**src/design/pcie_map_pkg.sv**
```systemverilog
`default_nettype none

package pcie_map_pkg;

    // host byte address seen on pcie port 0
    localparam int PCIE_ADDR_WIDTH = 16;

    // page index starts at the 4 KB boundary
    localparam int PAGE_LSB = 12;

    // 64-byte line number starts here
    localparam int LINE_LSB = 6;

    localparam int REGS_PER_PAGE   = 4;
    localparam int DWORD_WIDTH     = 32;
    localparam int BYTES_PER_DWORD = 4;

    // lines below this one hold the per-queue pages
    localparam int RB_BRAM_OFFSET = 4;

    // dword order inside a queue page
    typedef enum logic [1:0] {
        TAIL,
        HEAD,
        KMEM_LOW,
        KMEM_HIGH
    } reg_slot_t;

endpackage

`default_nettype wire

```
**src/design/queue_pkg.sv**
```systemverilog
`default_nettype none

package queue_pkg;

    // queue index width, bounds the number of pages
    localparam int APP_IDX_WIDTH = 2;

    localparam int MAX_QUEUES = 4;

    // width of the host queue-count input
    localparam int QCOUNT_WIDTH = 5;

    // ring pointers, one dword each
    localparam int PTR_WIDTH = 32;

    localparam int KMEM_ADDR_WIDTH = 2 * PTR_WIDTH;

    typedef logic [APP_IDX_WIDTH-1:0] queue_idx_t;

    typedef logic [PTR_WIDTH-1:0] ptr_t;

    // kernel buffer address, low dword in the lower half
    typedef logic [KMEM_ADDR_WIDTH-1:0] kmem_addr_t;

endpackage

`default_nettype wire

```
**src/design/pio_write_decoder.sv**
```systemverilog
`timescale 1ns/1ps
`default_nettype none

module pio_write_decoder (
    input  logic [pcie_map_pkg::PCIE_ADDR_WIDTH-1:0]        pcie_address_0,
    input  logic                                            pcie_write_0,
    input  logic [511:0]                                    pcie_writedata_0,
    input  logic [63:0]                                     pcie_byteenable_0,
    output logic [pcie_map_pkg::REGS_PER_PAGE-1:0]          slot_wr_en,
    output queue_pkg::queue_idx_t                           wr_page,
    output queue_pkg::ptr_t [pcie_map_pkg::REGS_PER_PAGE-1:0] wr_dword
);

    import pcie_map_pkg::*;
    import queue_pkg::*;

    // a slot counts only when its whole dword is enabled
    always_comb begin
        for (int s = 0; s < REGS_PER_PAGE; s++) begin
            slot_wr_en[s] = pcie_write_0 &&
                (&pcie_byteenable_0[s*BYTES_PER_DWORD +: BYTES_PER_DWORD]);
        end
    end

    // low dwords of the line, one per page slot
    always_comb begin
        for (int s = 0; s < REGS_PER_PAGE; s++) begin
            wr_dword[s] = pcie_writedata_0[s*DWORD_WIDTH +: DWORD_WIDTH];
        end
    end

    // page index sits right above the 4 KB offset
    assign wr_page = pcie_address_0[PAGE_LSB +: APP_IDX_WIDTH];

endmodule

`default_nettype wire

```
**src/design/queue_table.sv**
```systemverilog
`timescale 1ns/1ps
`default_nettype none

module queue_table #(
    parameter int NB_QUEUES = queue_pkg::MAX_QUEUES
) (
    input  logic                                             pcie_clk,
    // port a: switcher side
    input  queue_pkg::queue_idx_t                            addr_a,
    input  logic                                             rd_en_a,
    input  logic                                             wr_en_a,
    input  queue_pkg::ptr_t                                  tail_wr_data_a,
    // port b: host writes
    input  logic [pcie_map_pkg::REGS_PER_PAGE-1:0]           slot_wr_en_b,
    input  queue_pkg::queue_idx_t                            addr_b,
    input  queue_pkg::ptr_t [pcie_map_pkg::REGS_PER_PAGE-1:0] wr_dword_b,
    output queue_pkg::ptr_t                                  tail_a,
    output queue_pkg::ptr_t                                  head_a,
    output queue_pkg::kmem_addr_t                            kmem_addr_a
);

    import pcie_map_pkg::*;
    import queue_pkg::*;

    ptr_t [REGS_PER_PAGE-1:0] rd_data;

    // one memory per page slot
    for (genvar f = 0; f < REGS_PER_PAGE; f++) begin : g_field
        ptr_t mem [NB_QUEUES];
        ptr_t rd_q1;
        ptr_t rd_q2;

        always_ff @(posedge pcie_clk) begin
            if (slot_wr_en_b[f]) begin
                mem[addr_b] <= wr_dword_b[f];
            end
            // port a only saves tails, and wins a same-address clash
            if (f == int'(TAIL) && wr_en_a) begin
                mem[addr_a] <= tail_wr_data_a;
            end
        end

        // two-stage read, like a bram with output register
        always_ff @(posedge pcie_clk) begin
            if (rd_en_a) begin
                rd_q1 <= mem[addr_a];
            end
            rd_q2 <= rd_q1;
        end

        assign rd_data[f] = rd_q2;
    end

    assign tail_a      = rd_data[TAIL];
    assign head_a      = rd_data[HEAD];
    assign kmem_addr_a = {rd_data[KMEM_HIGH], rd_data[KMEM_LOW]};

endmodule

`default_nettype wire

```
**src/design/queue_switcher.sv**
```systemverilog
`timescale 1ns/1ps
`default_nettype none

module queue_switcher #(
    parameter int NB_QUEUES = queue_pkg::MAX_QUEUES
) (
    input  logic                                             pcie_clk,
    input  logic                                             pcie_reset_n,
    input  logic [queue_pkg::QCOUNT_WIDTH-1:0]               nb_queues,
    input  logic                                             dma_done,
    input  queue_pkg::ptr_t                                  new_tail,
    input  logic [pcie_map_pkg::REGS_PER_PAGE-1:0]           slot_wr_en,
    input  queue_pkg::queue_idx_t                            wr_page,
    input  queue_pkg::ptr_t [pcie_map_pkg::REGS_PER_PAGE-1:0] wr_dword,
    input  queue_pkg::ptr_t                                  tail_a,
    input  queue_pkg::ptr_t                                  head_a,
    input  queue_pkg::kmem_addr_t                            kmem_addr_a,
    output queue_pkg::queue_idx_t                            addr_a,
    output logic                                             rd_en_a,
    output logic                                             wr_en_a,
    output queue_pkg::ptr_t                                  tail_wr_data_a,
    output queue_pkg::queue_idx_t                            active_queue,
    output queue_pkg::ptr_t                                  f2c_head,
    output queue_pkg::ptr_t                                  f2c_tail,
    output queue_pkg::kmem_addr_t                            f2c_kmem_addr
);

    import pcie_map_pkg::*;
    import queue_pkg::*;

    typedef enum logic [1:0] {
        IDLE,
        TABLE_WAIT_1,
        TABLE_WAIT_2,
        SWITCH_QUEUE
    } state_t;

    state_t                  state;
    queue_idx_t              next_queue;
    queue_idx_t              rd_addr;
    logic [QCOUNT_WIDTH-1:0] last_queue;

    // highest queue in the round, limited to what the table holds
    always_comb begin
        if (nb_queues > QCOUNT_WIDTH'(NB_QUEUES)) begin
            last_queue = QCOUNT_WIDTH'(NB_QUEUES - 1);
        end else if (nb_queues == '0) begin
            last_queue = '0;
        end else begin
            last_queue = nb_queues - QCOUNT_WIDTH'(1);
        end
    end

    // save the outgoing tail in the same cycle the new state is loaded
    assign wr_en_a        = (state == SWITCH_QUEUE);
    assign tail_wr_data_a = f2c_tail;
    assign addr_a         = wr_en_a ? active_queue : rd_addr;

    always_ff @(posedge pcie_clk) begin
        rd_en_a <= 1'b0;
        if (!pcie_reset_n) begin
            state         <= IDLE;
            active_queue  <= '0;
            next_queue    <= (last_queue != '0) ? queue_idx_t'(1) : '0;
            f2c_head      <= '0;
            f2c_tail      <= '0;
            f2c_kmem_addr <= '0;
        end else begin
            // host updates to the live queue go straight to the f2c copy
            if (wr_page == active_queue) begin
                if (slot_wr_en[TAIL]) begin
                    f2c_tail <= wr_dword[TAIL];
                end
                if (slot_wr_en[HEAD]) begin
                    f2c_head <= wr_dword[HEAD];
                end
                if (slot_wr_en[KMEM_LOW]) begin
                    f2c_kmem_addr[PTR_WIDTH-1:0] <= wr_dword[KMEM_LOW];
                end
                if (slot_wr_en[KMEM_HIGH]) begin
                    f2c_kmem_addr[KMEM_ADDR_WIDTH-1:PTR_WIDTH] <= wr_dword[KMEM_HIGH];
                end
            end

            case (state)
                IDLE: begin
                    if (dma_done) begin
                        // fetch next queue while keeping the dma's tail
                        rd_addr  <= next_queue;
                        rd_en_a  <= 1'b1;
                        f2c_tail <= new_tail;
                        state    <= TABLE_WAIT_1;
                    end
                end
                TABLE_WAIT_1: begin
                    state <= TABLE_WAIT_2;
                end
                TABLE_WAIT_2: begin
                    state <= SWITCH_QUEUE;
                end
                SWITCH_QUEUE: begin
                    f2c_head      <= head_a;
                    f2c_kmem_addr <= kmem_addr_a;
                    // single queue: table tail is stale, keep the live one
                    if (last_queue != '0) begin
                        f2c_tail <= tail_a;
                    end
                    active_queue <= next_queue;
                    if (QCOUNT_WIDTH'(next_queue) >= last_queue) begin
                        next_queue <= '0;
                    end else begin
                        next_queue <= next_queue + queue_idx_t'(1);
                    end
                    state <= IDLE;
                end
                default: begin
                    state <= IDLE;
                end
            endcase
        end
    end

endmodule

`default_nettype wire

```
**src/design/pio_reg_file.sv**
```systemverilog
`timescale 1ns/1ps
`default_nettype none

module pio_reg_file #(
    parameter int NB_QUEUES = queue_pkg::MAX_QUEUES
) (
    input  logic                                             pcie_clk,
    input  logic                                             pcie_reset_n,
    input  logic [pcie_map_pkg::REGS_PER_PAGE-1:0]           slot_wr_en,
    input  queue_pkg::queue_idx_t                            wr_page,
    input  queue_pkg::ptr_t [pcie_map_pkg::REGS_PER_PAGE-1:0] wr_dword,
    input  logic [pcie_map_pkg::PCIE_ADDR_WIDTH-1:0]         pcie_address_0,
    input  logic                                             pcie_read_0,
    output logic [511:0]                                     pcie_readdata_0,
    output logic                                             pcie_readdatavalid_0
);

    import pcie_map_pkg::*;
    import queue_pkg::*;

    // host-visible copies, tail slot has none
    ptr_t       shadow [NB_QUEUES][REGS_PER_PAGE-1:1];
    logic       reg_read;
    logic       reg_read_q;
    queue_idx_t rd_page_q;

    always_ff @(posedge pcie_clk) begin
        if (!pcie_reset_n) begin
            for (int q = 0; q < NB_QUEUES; q++) begin
                for (int s = 1; s < REGS_PER_PAGE; s++) begin
                    shadow[q][s] <= '0;
                end
            end
        end else begin
            for (int s = 1; s < REGS_PER_PAGE; s++) begin
                if (slot_wr_en[s]) begin
                    shadow[wr_page][s] <= wr_dword[s];
                end
            end
        end
    end

    // only the first lines map to queue pages
    assign reg_read = pcie_read_0 &&
        (pcie_address_0[PCIE_ADDR_WIDTH-1:LINE_LSB] < RB_BRAM_OFFSET);

    always_ff @(posedge pcie_clk) begin
        rd_page_q <= pcie_address_0[PAGE_LSB +: APP_IDX_WIDTH];
        if (!pcie_reset_n) begin
            reg_read_q           <= 1'b0;
            pcie_readdatavalid_0 <= 1'b0;
        end else begin
            reg_read_q           <= reg_read;
            pcie_readdatavalid_0 <= reg_read_q;
        end
    end

    // reply: slot order, low dword first, tail reads as zero
    always_ff @(posedge pcie_clk) begin
        if (reg_read_q) begin
            pcie_readdata_0 <= {
                384'h0,
                shadow[rd_page_q][KMEM_HIGH],
                shadow[rd_page_q][KMEM_LOW],
                shadow[rd_page_q][HEAD],
                32'h0
            };
        end
    end

endmodule

`default_nettype wire

```
**src/design/pcie_queue_top.sv**
```systemverilog
`timescale 1ns/1ps
`default_nettype none

module pcie_queue_top #(
    parameter int NB_QUEUES = queue_pkg::MAX_QUEUES
) (
    input  logic                                     pcie_clk,
    input  logic                                     pcie_reset_n,
    input  logic [pcie_map_pkg::PCIE_ADDR_WIDTH-1:0] pcie_address_0,
    input  logic                                     pcie_write_0,
    input  logic                                     pcie_read_0,
    input  logic [511:0]                             pcie_writedata_0,
    input  logic [63:0]                              pcie_byteenable_0,
    output logic [511:0]                             pcie_readdata_0,
    output logic                                     pcie_readdatavalid_0,
    input  logic [queue_pkg::QCOUNT_WIDTH-1:0]       nb_queues,
    input  logic                                     dma_done,
    input  queue_pkg::ptr_t                          new_tail,
    output queue_pkg::queue_idx_t                    active_queue,
    output queue_pkg::ptr_t                          f2c_head,
    output queue_pkg::ptr_t                          f2c_tail,
    output queue_pkg::kmem_addr_t                    f2c_kmem_addr
);

    import pcie_map_pkg::*;
    import queue_pkg::*;

    logic [REGS_PER_PAGE-1:0] slot_wr_en;
    queue_idx_t               wr_page;
    ptr_t [REGS_PER_PAGE-1:0] wr_dword;

    // switcher to table, port a
    queue_idx_t               addr_a;
    logic                     rd_en_a;
    logic                     wr_en_a;
    ptr_t                     tail_wr_data_a;
    ptr_t                     tail_a;
    ptr_t                     head_a;
    kmem_addr_t               kmem_addr_a;

    pio_write_decoder u_wr_dec (
        .pcie_address_0    (pcie_address_0),
        .pcie_write_0      (pcie_write_0),
        .pcie_writedata_0  (pcie_writedata_0),
        .pcie_byteenable_0 (pcie_byteenable_0),
        .slot_wr_en        (slot_wr_en),
        .wr_page           (wr_page),
        .wr_dword          (wr_dword)
    );

    queue_table #(
        .NB_QUEUES (NB_QUEUES)
    ) u_q_table (
        .pcie_clk       (pcie_clk),
        .addr_a         (addr_a),
        .rd_en_a        (rd_en_a),
        .wr_en_a        (wr_en_a),
        .tail_wr_data_a (tail_wr_data_a),
        .slot_wr_en_b   (slot_wr_en),
        .addr_b         (wr_page),
        .wr_dword_b     (wr_dword),
        .tail_a         (tail_a),
        .head_a         (head_a),
        .kmem_addr_a    (kmem_addr_a)
    );

    queue_switcher #(
        .NB_QUEUES (NB_QUEUES)
    ) u_switcher (
        .pcie_clk       (pcie_clk),
        .pcie_reset_n   (pcie_reset_n),
        .nb_queues      (nb_queues),
        .dma_done       (dma_done),
        .new_tail       (new_tail),
        .slot_wr_en     (slot_wr_en),
        .wr_page        (wr_page),
        .wr_dword       (wr_dword),
        .tail_a         (tail_a),
        .head_a         (head_a),
        .kmem_addr_a    (kmem_addr_a),
        .addr_a         (addr_a),
        .rd_en_a        (rd_en_a),
        .wr_en_a        (wr_en_a),
        .tail_wr_data_a (tail_wr_data_a),
        .active_queue   (active_queue),
        .f2c_head       (f2c_head),
        .f2c_tail       (f2c_tail),
        .f2c_kmem_addr  (f2c_kmem_addr)
    );

    pio_reg_file #(
        .NB_QUEUES (NB_QUEUES)
    ) u_reg_file (
        .pcie_clk             (pcie_clk),
        .pcie_reset_n         (pcie_reset_n),
        .slot_wr_en           (slot_wr_en),
        .wr_page              (wr_page),
        .wr_dword             (wr_dword),
        .pcie_address_0       (pcie_address_0),
        .pcie_read_0          (pcie_read_0),
        .pcie_readdata_0      (pcie_readdata_0),
        .pcie_readdatavalid_0 (pcie_readdatavalid_0)
    );

endmodule

`default_nettype wire

```
**config.mk**
```make
export PLATFORM = sky130hd
export DESIGN_NAME = pcie_queue_top
export DESIGN_NICKNAME = d
export VERILOG_FILES = /design/src/design/pcie_map_pkg.sv /design/src/design/queue_pkg.sv /design/src/design/pio_write_decoder.sv /design/src/design/queue_table.sv /design/src/design/queue_switcher.sv /design/src/design/pio_reg_file.sv /design/src/design/pcie_queue_top.sv
export SDC_FILE = /design/constraint.sdc
export NUM_CORES = 2
export LEC_CHECK = 0
export BUFFER_PORTS_ARGS = -buffer_cell sky130_fd_sc_hd__buf_2
export CAP_MARGIN = 25
export CORE_AREA = 4 4 490 492
export DETAILED_ROUTE_END_ITERATION = 12
export DIE_AREA = 0 0 494 496
export PLACE_DENSITY = 0.39
export REMOVE_ABC_BUFFERS = 1
export SYNTH_ARGS = -nofsm -noshare
export SYNTH_HDL_FRONTEND = slang
export SYNTH_SLANG_ARGS = --single-unit
```
**constraint.sdc**
```tcl
create_clock -name pcie_clk -period 5.7 [get_ports pcie_clk]
set_clock_uncertainty 0.05 [all_clocks]
set_input_delay 0.855 -clock pcie_clk [delete_from_list [all_inputs] [get_ports pcie_clk]]
set_output_delay 0.855 -clock pcie_clk [all_outputs]
set_load 0.02 [all_outputs]
```
==> impl_metrics.env <==
export IMPL_grt_max_degree=83
export IMPL_timing_final_crit_period_ns=3.07
export IMPL_slew_viol_final=0
export IMPL_fraction_of_power_consumed_by_combinational_cells_pct=10.9
export IMPL_synth_cell_type_count=52
export IMPL_synth_adder_area_share_pct=0.177
export IMPL_critPathRequiredTime_ns=6.07
export IMPL_critical_path_reg2reg_startpoint="u_switcher.state[0]"
export IMPL_numClockSinks=1389
export IMPL_grt_overflow_total=0
export IMPL_grt_setup_unrepaired="false"
export IMPL_sw_frac_of_total_pct=25.9
export IMPL_synth_edf_count=1124
export IMPL_worst_r2r_path_depth=6
export IMPL_number_of_global_route_vias_before_repair=28952
export IMPL_synth_compound_area_share_pct=2.67
export IMPL_grt_first_pass_wirelength_um=234000
export IMPL_slew_headroom_pct=33.3
export IMPL_row_count=178
export IMPL_tightest_slew_ns=0.997
export IMPL_num_io_pins=1277
export IMPL_timing_worst_setup_path_type="reg2reg"
export IMPL_post_synth_xor_area_fraction_pct=0.115
export IMPL_cts_tree="yes"
export IMPL_finish_net_count=4310
export IMPL_vias_per_cell=3.99
export IMPL_fin_area_mm2=0.0655
export IMPL_timing_fmax_mhz=326
export IMPL_floorplan_core_area_mm2=0.235
export IMPL_post_cts_resized=0
export IMPL_insertion_delay_ns=0.80
export IMPL_place_congestion=0.672
export IMPL_cp_max_fo=51
export IMPL_grt_antenna_before_repair=65
export IMPL_preCtsSetupSlack_ns=1.87
export IMPL_dr_first_iter_drc_count=1950
export IMPL_final_period_utilization_pct=53.8
export IMPL_grt_total_usage_pct=13.5
export IMPL_finalHoldViolations=0
export IMPL_p_leak_nw=23.8
export IMPL_detailed_placement_hpwl_um=100000
export IMPL_floorplan_initialDensity_pct=23.5
export IMPL_die_width_um=494
export IMPL_cts_hold_buf=0
export IMPL_antenna_violating_nets_post_route=0
export IMPL_routed_wire_length_per_instance_um=24.4
export IMPL_postSynth_asyncResetShare_pct=0
export IMPL_postPlaceCellArea_mm2=0.0601
export IMPL_r2r_end="u_q_table.g_field[0].mem[1][3]"
export IMPL_post_synth_and_or_nand_nor_area_fraction_pct=6.41
export IMPL_drt_wirelength_um=170000
export IMPL_data_arrival_time_of_the_critical_path_ns=3.44
export IMPL_clkSlewWorstSetupHoldPaths_ns=0.06
export IMPL_cap_viol_max_count=0
export IMPL_syn_inst=3160
export IMPL_worst_setup_path_end_kind="register"
export IMPL_die_height_um=496
export IMPL_vdd_ir_drop_max_uv=218
export IMPL_crit_path_start="u_switcher.state[0]"
export IMPL_vias=27872
export IMPL_timing_final_setup_violations=0
export IMPL_cts_post_setup_buffers_inserted=0
export IMPL_reg2reg_slack_ns=2.63
export IMPL_start_kind="register"
export IMPL_synth_ff_latch_count=1389
export IMPL_numCtsBuffers=166
export IMPL_die_area_mm2=0.245
export IMPL_whs_ns=0.158
export IMPL_cell_area_after_synthesis_mm2=0.0553
export IMPL_result_of_the_run="completed"
export IMPL_portion_of_netlist_area_occupied_by_mux_cells_pct=12.4
export IMPL_p_per_area_mw_per_mm2=384
export IMPL_syn_area_per_cell_um2=17.5
export IMPL_clock_tree_htree_level_count=4
export IMPL_ctsRootBufferMaster="sky130_fd_sc_hd__clkbuf_16"
export IMPL_total_internal_power_mw=18.6
export IMPL_post_route_worst_setup_slack_ns=2.63
export IMPL_synth_warnings=0
export IMPL_drcViolationCount=0
export IMPL_min_delay_path_class="in2reg"
export IMPL_layout_area_overhead_vs_synth_pct=18.5
export IMPL_synth_top_family_by_area="multiplexers"
export IMPL_placement_io_buffers=420
export IMPL_seq_area_frac_synth_pct=70.7
export IMPL_worst_setup_path_endpoint="u_q_table.g_field[0].mem[1][3]"
export IMPL_synth_main_ff_cell="sky130_fd_sc_hd__edfxtp_1"
export IMPL_detail_route_first_pass_iterations=5
export IMPL_seq_power_share_pct=47.9
export IMPL_clock_power_share_pct=41.3
export IMPL_switching_power_mw=6.53
export IMPL_max_clock_path_buffers=3
export IMPL_final_layout_size_suffix_gt1_share_pct=30.6
[worst min path at each step]
| stage | startpoint | end | slack, ns | cells after the start |
|---|---|---|---|---|
| floorplan | u_q_table.g_field[2].rd_q1[0] | u_q_table.g_field[2].rd_q2[0] | 0.27 | 0 |
| detailed placement | u_q_table.g_field[2].rd_q1[12] | u_q_table.g_field[2].rd_q2[12] | 0.28 | 0 |
| finish | pcie_address_0[11] | u_reg_file.reg_read_q | 0.16 | 2 |
| global route | pcie_address_0[11] | u_reg_file.reg_read_q | 0.09 | 2 |
| CTS | pcie_address_0[11] | u_reg_file.reg_read_q | 0.07 | 2 |
| global placement | u_q_table.g_field[2].rd_q1[16] | u_q_table.g_field[2].rd_q2[16] | 0.27 | 0 |
[per-layer routing]
layer / part of all wire [%] / vias up / wire length, um / track usage [%]
li1: - / 12268 / - / -
met4: 2.3 / 28 / 3900 / 3.65
met3: 6.5 / 255 / 11100 / 3.57
met2: 48 / 894 / 82300 / 22.1
met1: 43 / 14427 / 72900 / 17.8
met5: 0.12 / - / 202 / 0
[synthesized netlist by cell type, drive strengths merged, types with 37 or more instances]
cell    number  area [um^2]
a221o       95          951
and2       382         2390
and3       101          632
buf        508         3730
clkbuf      71          282
dfxtp      265         5310
edfxtp    1124        33800
inv         41          154
mux2       128         1440
mux2i       37          370
mux4       224         5040
nand2       40          158
[flip-flops by register name, summed over array words and instances (netlist names), 64 cells and up]
register and cells:
u_switcher.f2c_kmem_addr 64, u_q_table.g_field.rd_q1 128, u_reg_file.shadow 384, u_q_table.g_field.mem 512, u_reg_file.pcie_readdata_0 96, u_q_table.g_field.rd_q2 64
[placed cells by master, fill, tap and decap left out, drive strengths merged, types with 2 or more instances in the layout]
cell and count:
clkinv 54, o221ai 32, or2 2, xnor2 3
and2 382, nor2b 2, a21oi 3, nor2 32
diode 21, edfxtp 1124, inv 44, conb 416
dfxtp 265, nand3 7, clkinvlp 6, mux2 128
o21ba 3, and3 101, buf 505, nor3 9
ha 7, o21bai 2, clkbuf 241, nand2b 3
nand3b 3, nor4b 2, mux2i 37, bufinv 5
mux4 224, a221o 95, o21ai 23, nand2 40
[critical path, stage by stage (launching register included)]
cell	delay, ns
sky130_fd_sc_hd__dfxtp_1	0.40
sky130_fd_sc_hd__ha_4	0.23
sky130_fd_sc_hd__buf_4	0.68
sky130_fd_sc_hd__nand3b_1	0.15
sky130_fd_sc_hd__buf_4	0.40
sky130_fd_sc_hd__o21ai_4	0.13
sky130_fd_sc_hd__buf_4	0.55
[cell families (layout without fill, tap and decap cells)]
family                     count (synthesis)  count (layout)
muxes                                    389             389
xor gates and xnor gates                   3               3
DFF                                     1389            1389
adders and majority gates                  8               8
other                                      1             437
buffers and inverters                    620             855
AOI/OAI and AO/OA                        164             164
and+or+nand+nor                          586             586
[final cells by class]
type	instances	area, um^2
Fill cell	23577	170000
Sequential cell	1389	39100
Multi-Input combinational cell	1566	14100
Clock buffer	241	4680
Tap cell	3150	3940
Timing Repair Buffer	505	2900
Clock inverter	68	662
Inverter	41	154
Antenna cell	21	52.6
[per-stage QoR]
stage	total power [mW]	instances	TNS, ns	util, %
global route	26.3	6965	0	27.8
CTS	25.7	6960	0	27.8
floorplan	14.1	2996	-1128.76	-
finish	25.2	6981	0	27.9
global placement	15.1	6647	0	25.5
detailed placement	15.1	6651	0	25.6
[power by group through the flow]
stage / sequential (mW) / combinational (mW) / clock [mW]
after floorplan: 12.4 / 1.72 / 0
after global placement: 12.3 / 2.82 / 0
after detailed placement: 12.3 / 2.83 / 0
after CTS: 12.1 / 2.83 / 10.8
after global routing: 12.1 / 2.97 / 11.2
final: 12.0 / 2.74 / 10.4
No activity file was read; power rests on OpenSTA's default activity.
